--- src/core_pkg.sv ---
package core_pkg;

  localparam int DATA_WIDTH  = 32;
  localparam int INSTR_WIDTH = 32;
  localparam int REG_COUNT   = 32;

  // The source starts with IN_DEPTH credits and decode starts with QUEUE_DEPTH credits.
  localparam int IN_DEPTH    = 2;
  localparam int QUEUE_DEPTH = 4;

  localparam int REG_IDX_WIDTH = $clog2(REG_COUNT);
  localparam int OPCODE_WIDTH  = 4;

  // The immediate fills whatever the three register fields and the opcode leave free.
  localparam int IMM_WIDTH = INSTR_WIDTH - 3 * REG_IDX_WIDTH - OPCODE_WIDTH;

  localparam int IN_PTR_WIDTH = (IN_DEPTH > 1) ? $clog2(IN_DEPTH) : 1;
  localparam int Q_PTR_WIDTH  = (QUEUE_DEPTH > 1) ? $clog2(QUEUE_DEPTH) : 1;

  typedef logic [DATA_WIDTH-1:0]    data_t;
  typedef logic [REG_IDX_WIDTH-1:0] reg_idx_t;
  typedef logic [IMM_WIDTH-1:0]     imm_t;

  typedef logic [$clog2(IN_DEPTH+1)-1:0]    in_cnt_t;
  typedef logic [$clog2(QUEUE_DEPTH+1)-1:0] q_cnt_t;
  typedef logic [IN_PTR_WIDTH-1:0]          in_ptr_t;
  typedef logic [Q_PTR_WIDTH-1:0]           q_ptr_t;

  // Codes not listed here decode as no-ops.
  typedef enum logic [OPCODE_WIDTH-1:0] {
    OP_NOP  = 4'd0,
    OP_ADD  = 4'd1,
    OP_SUB  = 4'd2,
    OP_AND  = 4'd3,
    OP_OR   = 4'd4,
    OP_XOR  = 4'd5,
    OP_SLT  = 4'd6,
    OP_ADDI = 4'd7
  } opcode_e;

  typedef struct packed {
    imm_t     imm;
    reg_idx_t rd;
    reg_idx_t ra;
    reg_idx_t rb;
    opcode_e  opcode;
  } instr_t;

  typedef struct packed {
    opcode_e  opcode;
    reg_idx_t rd;
    logic     we;
    data_t    a;
    data_t    b;
    data_t    imm;
  } issue_t;

  typedef struct packed {
    reg_idx_t rd;
    data_t    data;
  } wb_t;

endpackage : core_pkg

--- src/regfile.sv ---
`timescale 1ns/1ps

module regfile import core_pkg::*; (
  input  logic     clk_i,
  input  logic     rst_i,
  input  reg_idx_t rd_a_idx_i,
  input  reg_idx_t rd_b_idx_i,
  output data_t    rd_a_data_o,
  output data_t    rd_b_data_o,
  input  logic     wr_valid_i,
  input  wb_t      wr_i
);

  data_t regs [REG_COUNT];

  always_ff @(posedge clk_i) begin
    if (!rst_i) begin
      for (int i = 0; i < REG_COUNT; i++) begin
        regs[i] <= '0;
      end
    end else if (wr_valid_i && (wr_i.rd != '0)) begin
      regs[wr_i.rd] <= wr_i.data;
    end
  end

  // Register 0 is hardwired to zero.
  // There is no bypass, so a write shows up on the read ports one cycle later.
  assign rd_a_data_o = (rd_a_idx_i == '0) ? '0 : regs[rd_a_idx_i];
  assign rd_b_data_o = (rd_b_idx_i == '0) ? '0 : regs[rd_b_idx_i];

endmodule : regfile

--- src/decode_stage.sv ---
`timescale 1ns/1ps

module decode_stage import core_pkg::*; (
  input  logic     clk_i,
  input  logic     rst_i,
  input  logic     instr_valid_i,
  input  instr_t   instr_i,
  output logic     instr_credit_o,
  output reg_idx_t rd_a_idx_o,
  output reg_idx_t rd_b_idx_o,
  input  data_t    rd_a_data_i,
  input  data_t    rd_b_data_i,
  input  logic     q_credit_i,
  input  logic     wb_valid_i,
  input  wb_t      wb_i,
  output logic     issue_valid_o,
  output issue_t   issue_o
);

  instr_t  in_buf [IN_DEPTH];
  in_ptr_t in_wr_ptr;
  in_ptr_t in_rd_ptr;
  in_cnt_t in_count;

  instr_t  head;
  logic    head_valid;
  opcode_e dec_op;
  logic    is_alu;
  logic    uses_a;
  logic    uses_b;
  logic    writes_rd;
  data_t   imm_ext;

  logic [REG_COUNT-1:0] busy;
  logic [REG_COUNT-1:0] busy_d;
  q_cnt_t               q_credits;
  logic                 hazard;
  logic                 issue;

  assign head       = in_buf[in_rd_ptr];
  assign head_valid = (in_count != '0);

  // Only the oldest buffered instruction is decoded, so issue stays in program order.
  always_comb begin
    dec_op = head.opcode;
    is_alu = 1'b0;
    uses_a = 1'b0;
    uses_b = 1'b0;
    case (head.opcode)
      OP_ADD, OP_SUB, OP_AND, OP_OR, OP_XOR, OP_SLT: begin
        is_alu = 1'b1;
        uses_a = 1'b1;
        uses_b = 1'b1;
      end
      OP_ADDI: begin
        is_alu = 1'b1;
        uses_a = 1'b1;
      end
      default: dec_op = OP_NOP;
    endcase
  end

  assign writes_rd = is_alu && (head.rd != '0);
  assign imm_ext   = {{(DATA_WIDTH-IMM_WIDTH){head.imm[IMM_WIDTH-1]}}, head.imm};

  assign rd_a_idx_o = head.ra;
  assign rd_b_idx_o = head.rb;

  // Hold back the head while any register it touches still waits for a write-back.
  assign hazard = (uses_a && busy[head.ra]) ||
                  (uses_b && busy[head.rb]) ||
                  (writes_rd && busy[head.rd]);
  assign issue  = head_valid && (q_credits != '0) && !hazard;

  // A write-back and an issue never name the same register in one cycle,
  // because issue requires rd to be idle.
  always_comb begin
    busy_d = busy;
    if (wb_valid_i) begin
      busy_d[wb_i.rd] = 1'b0;
    end
    if (issue && writes_rd) begin
      busy_d[head.rd] = 1'b1;
    end
  end

  always_ff @(posedge clk_i) begin
    if (!rst_i) begin
      in_wr_ptr      <= '0;
      in_rd_ptr      <= '0;
      in_count       <= '0;
      busy           <= '0;
      q_credits      <= q_cnt_t'(QUEUE_DEPTH);
      instr_credit_o <= 1'b0;
      issue_valid_o  <= 1'b0;
    end else begin
      if (instr_valid_i) begin
        in_wr_ptr <= (in_wr_ptr == in_ptr_t'(IN_DEPTH-1)) ? '0 : in_wr_ptr + 1'b1;
      end
      if (issue) begin
        in_rd_ptr <= (in_rd_ptr == in_ptr_t'(IN_DEPTH-1)) ? '0 : in_rd_ptr + 1'b1;
      end
      in_count <= in_count + in_cnt_t'(instr_valid_i) - in_cnt_t'(issue);

      case ({issue, q_credit_i})
        2'b10:   q_credits <= q_credits - 1'b1;
        2'b01:   q_credits <= q_credits + 1'b1;
        default: q_credits <= q_credits;
      endcase

      busy           <= busy_d;
      instr_credit_o <= issue;
      issue_valid_o  <= issue;
    end
  end

  always_ff @(posedge clk_i) begin
    if (instr_valid_i) begin
      in_buf[in_wr_ptr] <= instr_i;
    end
    if (issue) begin
      issue_o.opcode <= dec_op;
      issue_o.rd     <= head.rd;
      issue_o.we     <= writes_rd;
      issue_o.a      <= rd_a_data_i;
      issue_o.b      <= rd_b_data_i;
      issue_o.imm    <= imm_ext;
    end
  end

endmodule : decode_stage

--- src/issue_queue.sv ---
`timescale 1ns/1ps

module issue_queue import core_pkg::*; (
  input  logic   clk_i,
  input  logic   rst_i,
  input  logic   push_i,
  input  issue_t push_data_i,
  input  logic   pop_i,
  output logic   head_valid_o,
  output issue_t head_o,
  output logic   credit_o
);

  issue_t mem [QUEUE_DEPTH];
  q_ptr_t wr_ptr;
  q_ptr_t rd_ptr;
  q_cnt_t count;
  logic   pop_ok;

  assign head_valid_o = (count != '0);
  assign head_o       = mem[rd_ptr];

  // A pop on an empty queue is ignored.
  assign pop_ok = pop_i && head_valid_o;

  // Pushes need no full check. The producer only pushes while it holds a credit.
  always_ff @(posedge clk_i) begin
    if (!rst_i) begin
      wr_ptr   <= '0;
      rd_ptr   <= '0;
      count    <= '0;
      credit_o <= 1'b0;
    end else begin
      if (push_i) begin
        wr_ptr <= (wr_ptr == q_ptr_t'(QUEUE_DEPTH-1)) ? '0 : wr_ptr + 1'b1;
      end
      if (pop_ok) begin
        rd_ptr <= (rd_ptr == q_ptr_t'(QUEUE_DEPTH-1)) ? '0 : rd_ptr + 1'b1;
      end
      count    <= count + q_cnt_t'(push_i) - q_cnt_t'(pop_ok);
      // Each released entry hands one credit back to decode.
      credit_o <= pop_ok;
    end
  end

  always_ff @(posedge clk_i) begin
    if (push_i) begin
      mem[wr_ptr] <= push_data_i;
    end
  end

endmodule : issue_queue

--- src/execute_stage.sv ---
`timescale 1ns/1ps

module execute_stage import core_pkg::*; (
  input  logic   clk_i,
  input  logic   rst_i,
  input  logic   halt_i,
  input  logic   head_valid_i,
  input  issue_t head_i,
  output logic   pop_o,
  output logic   wb_valid_o,
  output wb_t    wb_o
);

  data_t result;

  assign pop_o = head_valid_i && !halt_i;

  always_comb begin
    case (head_i.opcode)
      OP_ADD:  result = head_i.a + head_i.b;
      OP_SUB:  result = head_i.a - head_i.b;
      OP_AND:  result = head_i.a & head_i.b;
      OP_OR:   result = head_i.a | head_i.b;
      OP_XOR:  result = head_i.a ^ head_i.b;
      OP_SLT:  result = data_t'($signed(head_i.a) < $signed(head_i.b));
      OP_ADDI: result = head_i.a + head_i.imm;
      default: result = '0;
    endcase
  end

  // A popped no-op frees its queue slot without producing a write-back.
  always_ff @(posedge clk_i) begin
    if (!rst_i) begin
      wb_valid_o <= 1'b0;
    end else begin
      wb_valid_o <= pop_o && head_i.we;
    end
  end

  always_ff @(posedge clk_i) begin
    if (pop_o) begin
      wb_o.rd   <= head_i.rd;
      wb_o.data <= result;
    end
  end

endmodule : execute_stage

--- src/decode_execute_core.sv ---
`timescale 1ns/1ps

module decode_execute_core import core_pkg::*; (
  input  logic   clk_i,
  input  logic   rst_i,
  input  logic   instr_valid_i,
  input  instr_t instr_i,
  output logic   instr_credit_o,
  input  logic   halt_i,
  output logic   wb_valid_o,
  output wb_t    wb_o
);

  reg_idx_t rd_a_idx;
  reg_idx_t rd_b_idx;
  data_t    rd_a_data;
  data_t    rd_b_data;

  logic     issue_valid;
  issue_t   issue;
  logic     q_credit;

  logic     head_valid;
  issue_t   head;
  logic     pop;

  regfile regfile_i (
    .clk_i       (clk_i),
    .rst_i       (rst_i),
    .rd_a_idx_i  (rd_a_idx),
    .rd_b_idx_i  (rd_b_idx),
    .rd_a_data_o (rd_a_data),
    .rd_b_data_o (rd_b_data),
    .wr_valid_i  (wb_valid_o),
    .wr_i        (wb_o)
  );

  decode_stage decode_stage_i (
    .clk_i          (clk_i),
    .rst_i          (rst_i),
    .instr_valid_i  (instr_valid_i),
    .instr_i        (instr_i),
    .instr_credit_o (instr_credit_o),
    .rd_a_idx_o     (rd_a_idx),
    .rd_b_idx_o     (rd_b_idx),
    .rd_a_data_i    (rd_a_data),
    .rd_b_data_i    (rd_b_data),
    .q_credit_i     (q_credit),
    .wb_valid_i     (wb_valid_o),
    .wb_i           (wb_o),
    .issue_valid_o  (issue_valid),
    .issue_o        (issue)
  );

  issue_queue issue_queue_i (
    .clk_i        (clk_i),
    .rst_i        (rst_i),
    .push_i       (issue_valid),
    .push_data_i  (issue),
    .pop_i        (pop),
    .head_valid_o (head_valid),
    .head_o       (head),
    .credit_o     (q_credit)
  );

  execute_stage execute_stage_i (
    .clk_i        (clk_i),
    .rst_i        (rst_i),
    .halt_i       (halt_i),
    .head_valid_i (head_valid),
    .head_i       (head),
    .pop_o        (pop),
    .wb_valid_o   (wb_valid_o),
    .wb_o         (wb_o)
  );

endmodule : decode_execute_core

--- config.mk ---
export PLATFORM = sky130hd
export DESIGN_NAME = decode_execute_core
export DESIGN_NICKNAME = d
export VERILOG_FILES = /design/src/core_pkg.sv /design/src/regfile.sv /design/src/decode_stage.sv /design/src/issue_queue.sv /design/src/execute_stage.sv /design/src/decode_execute_core.sv
export SDC_FILE = /design/constraint.sdc
export NUM_CORES = 2
export LEC_CHECK = 0
export BUFFER_PORTS_ARGS = -buffer_cell sky130_fd_sc_hd__buf_4
export CAP_MARGIN = 30
export CORE_ASPECT_RATIO = 1.75
export CORE_MARGIN = 3
export CORE_UTILIZATION = 55
export DETAILED_ROUTE_END_ITERATION = 7
export HOLD_SLACK_MARGIN = 0.06
export MAX_ROUTING_LAYER = met4
export PLACE_DENSITY_LB_ADDON = 0.08
export SLEW_MARGIN = 20
export SYNTH_ARGS = -nofsm -noshare
export SYNTH_HDL_FRONTEND = slang
export SYNTH_SLANG_ARGS = --single-unit
--- constraint.sdc ---
create_clock -name clk_i -period 16.7 [get_ports clk_i]
set_input_delay 0.835 -clock clk_i [delete_from_list [all_inputs] [get_ports clk_i]]
set_output_delay 0.835 -clock clk_i [all_outputs]
set_load 0.1 [all_outputs]
==> qor.yml <==
start_util_pct: 55.5
ctsHtreeMaxLevel: 4
required_ns: 17.10
wl_per_cell_um: 31.8
dp_cells: 8389
netlist_instances: 6712
synth_top_cell_by_area: "edfxtp_1"
max_freq_mhz: 165
port_buffers: 74
ff2ff_setup_slack_ns: 10.63
endpoint_kind: "flip-flop"
via_count: 58800
ys.flop_type: "edfxtp_1"
wirelength_mm: 276
vias_per_cell: 6.78
postCtsSetupRepairBufs: 0
postCtsHoldBufs: 0
dieArea_sq_mm: 0.155
setup_tns_ns: 0
min_period_ns: 6.07
final_cells: 8672
power_uw: 13500
grt-ovfl-total: 0
p_per_area_mw_per_mm2: 149
fp.dieW_um: 299
yosysTopAreaCellShare_pct: 56.7
r2r_cells: 11
relSlewSlack_pct: 28.6
final_nets: 6744
postSynthAreaPerCell_sq_um: 12.3
fin_crit_sh_pct: 36.4
dpl.hpwl_mm: 164
grt_max_degree: 136
drc_errors: 0
yosys_warnings: 0
clock_sinks: 1612
drt_pass1_iterations: 8
area_delta_synth_final_pct: 9.76
clk_path_buf_depth: 3
drive_gt1_share_pct: 14.6
regArea_sq_mm: 0.0479
path_class: "flip-flop to flip-flop"
core_sq_mm: 0.149
fin_util_pct: 60.9
outcome: "complete, no violations"
p_leak_uw: 0.0323
startpoint_type: "flip-flop"
clock_skew_ns: 0.0438
clock_latency_ns: 0.81
final_common_cell: "edfxtp_1"
clkSlewWorstSetupHoldPaths_ns: 0.06
ys_async_sr_fraction_pct: 0
vdd_drop_max_uv: 114
drt_iter0_markers: 7765
finalSetupViolCount: 0
finalMaxSlewViolations: 0
rsz0062_at_grt: "no"
io_pins: 75
worst_r2r_endpoint: "decode_stage_i.issue_o[86]"
grt_pass1_vias: 59100
synth_edf_count: 1560
root_buffer: "clkbuf_16"
maxCapViolations: 0
multiInputGateArea_sq_mm: 0.0327
antenna_found_initial: 19
grt_pass1_wl_mm: 396
cts_buffers: 151
arrival_ns: 6.47
most-common-layout-cells: "edfxtp_1, nand2_1, and2_1, mux4_2, nand3_1"
seq_area_frac_synth_pct: 58.0
path_max_fanout: 52
synth_seq_cells: 1612
gp_congestion: 0.921
tritoncts: "yes"
fill_cells: 11600
synth_area_leaders: "edfxtp_1, mux4_2, and2_1"
hold_viol: 0
grt_use_total_pct: 36.3
endpoint: "decode_stage_i.issue_o[86]"
dieHeight_um: 519
syn_area_sq_mm: 0.0826
yosysUniqueCellTypes: 80
post_cts_resized: 0
tightest_slew_ns: 1.07
min_path_type: "input pin to flip-flop"
postRouteAntennaNets: 0
placementRows: 187
-- where the power goes --
part / switching (uW) / total, uW / internal [uW]
Clock: 1600 / 3440 / 1840
Sequential: 334 / 5340 / 5000
Combinational: 3200 / 4690 / 1490
-- per-stage QoR --
| stage | setup WS [ns] | hold slack [ns] | area, sq um |
|---|---|---|---|
| after floorplan | 11.39 | 0.459 | 82700 |
| after global placement | 10.62 | 0.470 | 85500 |
| after detailed placement | 10.60 | 0.479 | 85600 |
| after CTS | 10.58 | 0.151 | 90500 |
| after global routing | 10.26 | 0.167 | 90600 |
| final | 10.63 | 0.212 | 90600 |
-- critical path: stages, from the launching register on --
cell and delay, ns:
dfxtp_4 0.66, buf_4 0.61, inv_1 0.48, o31ai_4 0.33, buf_4 0.62, o21ai_0 0.23, o221ai_1 0.24, o221ai_1 0.18
a221oi_2 0.43, o21ai_0 0.34, inv_4 0.58, buf_4 0.81
-- routing by layer --
| layer | global-route usage [%] | vias up | routed length, um |
|---|---|---|---|
| li1 | - | 24500 | - |
| met1 | 42.0 | 29300 | 92800 |
| met2 | 59.8 | 3823 | 138000 |
| met3 | 5.35 | 1169 | 25700 |
| met4 | 22.5 | 0 | 19400 |
| met5 | - | - | 0 |
-- final cells by class --
type                    instances  share of cell area, %
inverters                     117                  0.487
repair buffers                264                   2.41
diodes                         10                 0.0276
clock inverters                84                   1.06
flip-flops and latches       1612                   52.9
well taps                    1984                   2.74
clock buffers                 185                   4.31
multi-input cells            4416                   36.1
-- synth_stat cells, types with 36 or more instances --
| master | count |
|---|---|
| nor2_1 | 119 |
| ha_1 | 142 |
| a22oi_1 | 69 |
| and2_1 | 1006 |
| a311oi_1 | 134 |
| buf_2 | 55 |
| a21oi_1 | 69 |
| mux4_2 | 354 |
| o211ai_1 | 108 |
| inv_1 | 117 |
| a221oi_1 | 93 |
| buf_1 | 55 |
| a21o_1 | 36 |
| nand2_1 | 1113 |
| nand3_1 | 283 |
| edfxtp_1 | 1560 |
| and3_1 | 196 |
| a31oi_1 | 135 |
| clkbuf_1 | 486 |
| dfxtp_1 | 52 |
| o21ai_0 | 176 |
-- flip-flops by register name, summed over array words and instances (netlist names), named ones only --
signal and cells:
decode_stage_i.busy 32, decode_stage_i.in_buf 64, decode_stage_i.in_count 2, decode_stage_i.in_rd_ptr 1
decode_stage_i.in_wr_ptr 1, decode_stage_i.instr_credit_o 1, decode_stage_i.issue_o 87, decode_stage_i.q_credits 3
execute_stage_i.wb_o 37, execute_stage_i.wb_valid_o 1, issue_queue_i.count 3, issue_queue_i.credit_o 1
issue_queue_i.mem 348, issue_queue_i.rd_ptr 2, issue_queue_i.wr_ptr 2, regfile_i.regs 1024
-- worst min path at each step --
| stage | slack, ns | cells after the start | start | end |
|---|---|---|---|---|
| 2_1_floorplan | 0.46 | 0 | decode_stage_i.issue_o[0] | issue_queue_i.mem[0][0] |
| 3_3_place_gp | 0.47 | 0 | decode_stage_i.issue_o[63] | issue_queue_i.mem[2][63] |
| 3_5_place_dp | 0.48 | 0 | decode_stage_i.issue_o[4] | issue_queue_i.mem[3][4] |
| 4_1_cts | 0.15 | 1 | instr_i[29] | decode_stage_i.in_buf[0][29] |
| 5_1_grt | 0.17 | 1 | instr_i[22] | decode_stage_i.in_buf[0][22] |
| 6_report | 0.21 | 1 | instr_i[29] | decode_stage_i.in_buf[0][29] |
-- kinds of logic after synthesis --
| logic type | Yosys count | synth area share, % |
|---|---|---|
| simple gates | 2815 | 17.2 |
| flops | 1612 | 58.0 |
| compound gates | 960 | 8.25 |
| buf+inv | 716 | 3.37 |
| mux | 414 | 10.4 |
| fa+ha+maj | 146 | 2.25 |
| xor+xnor | 48 | 0.509 |
| other cells | 1 | 0.00454 |
No activity file was read; power rests on OpenSTA's default activity.
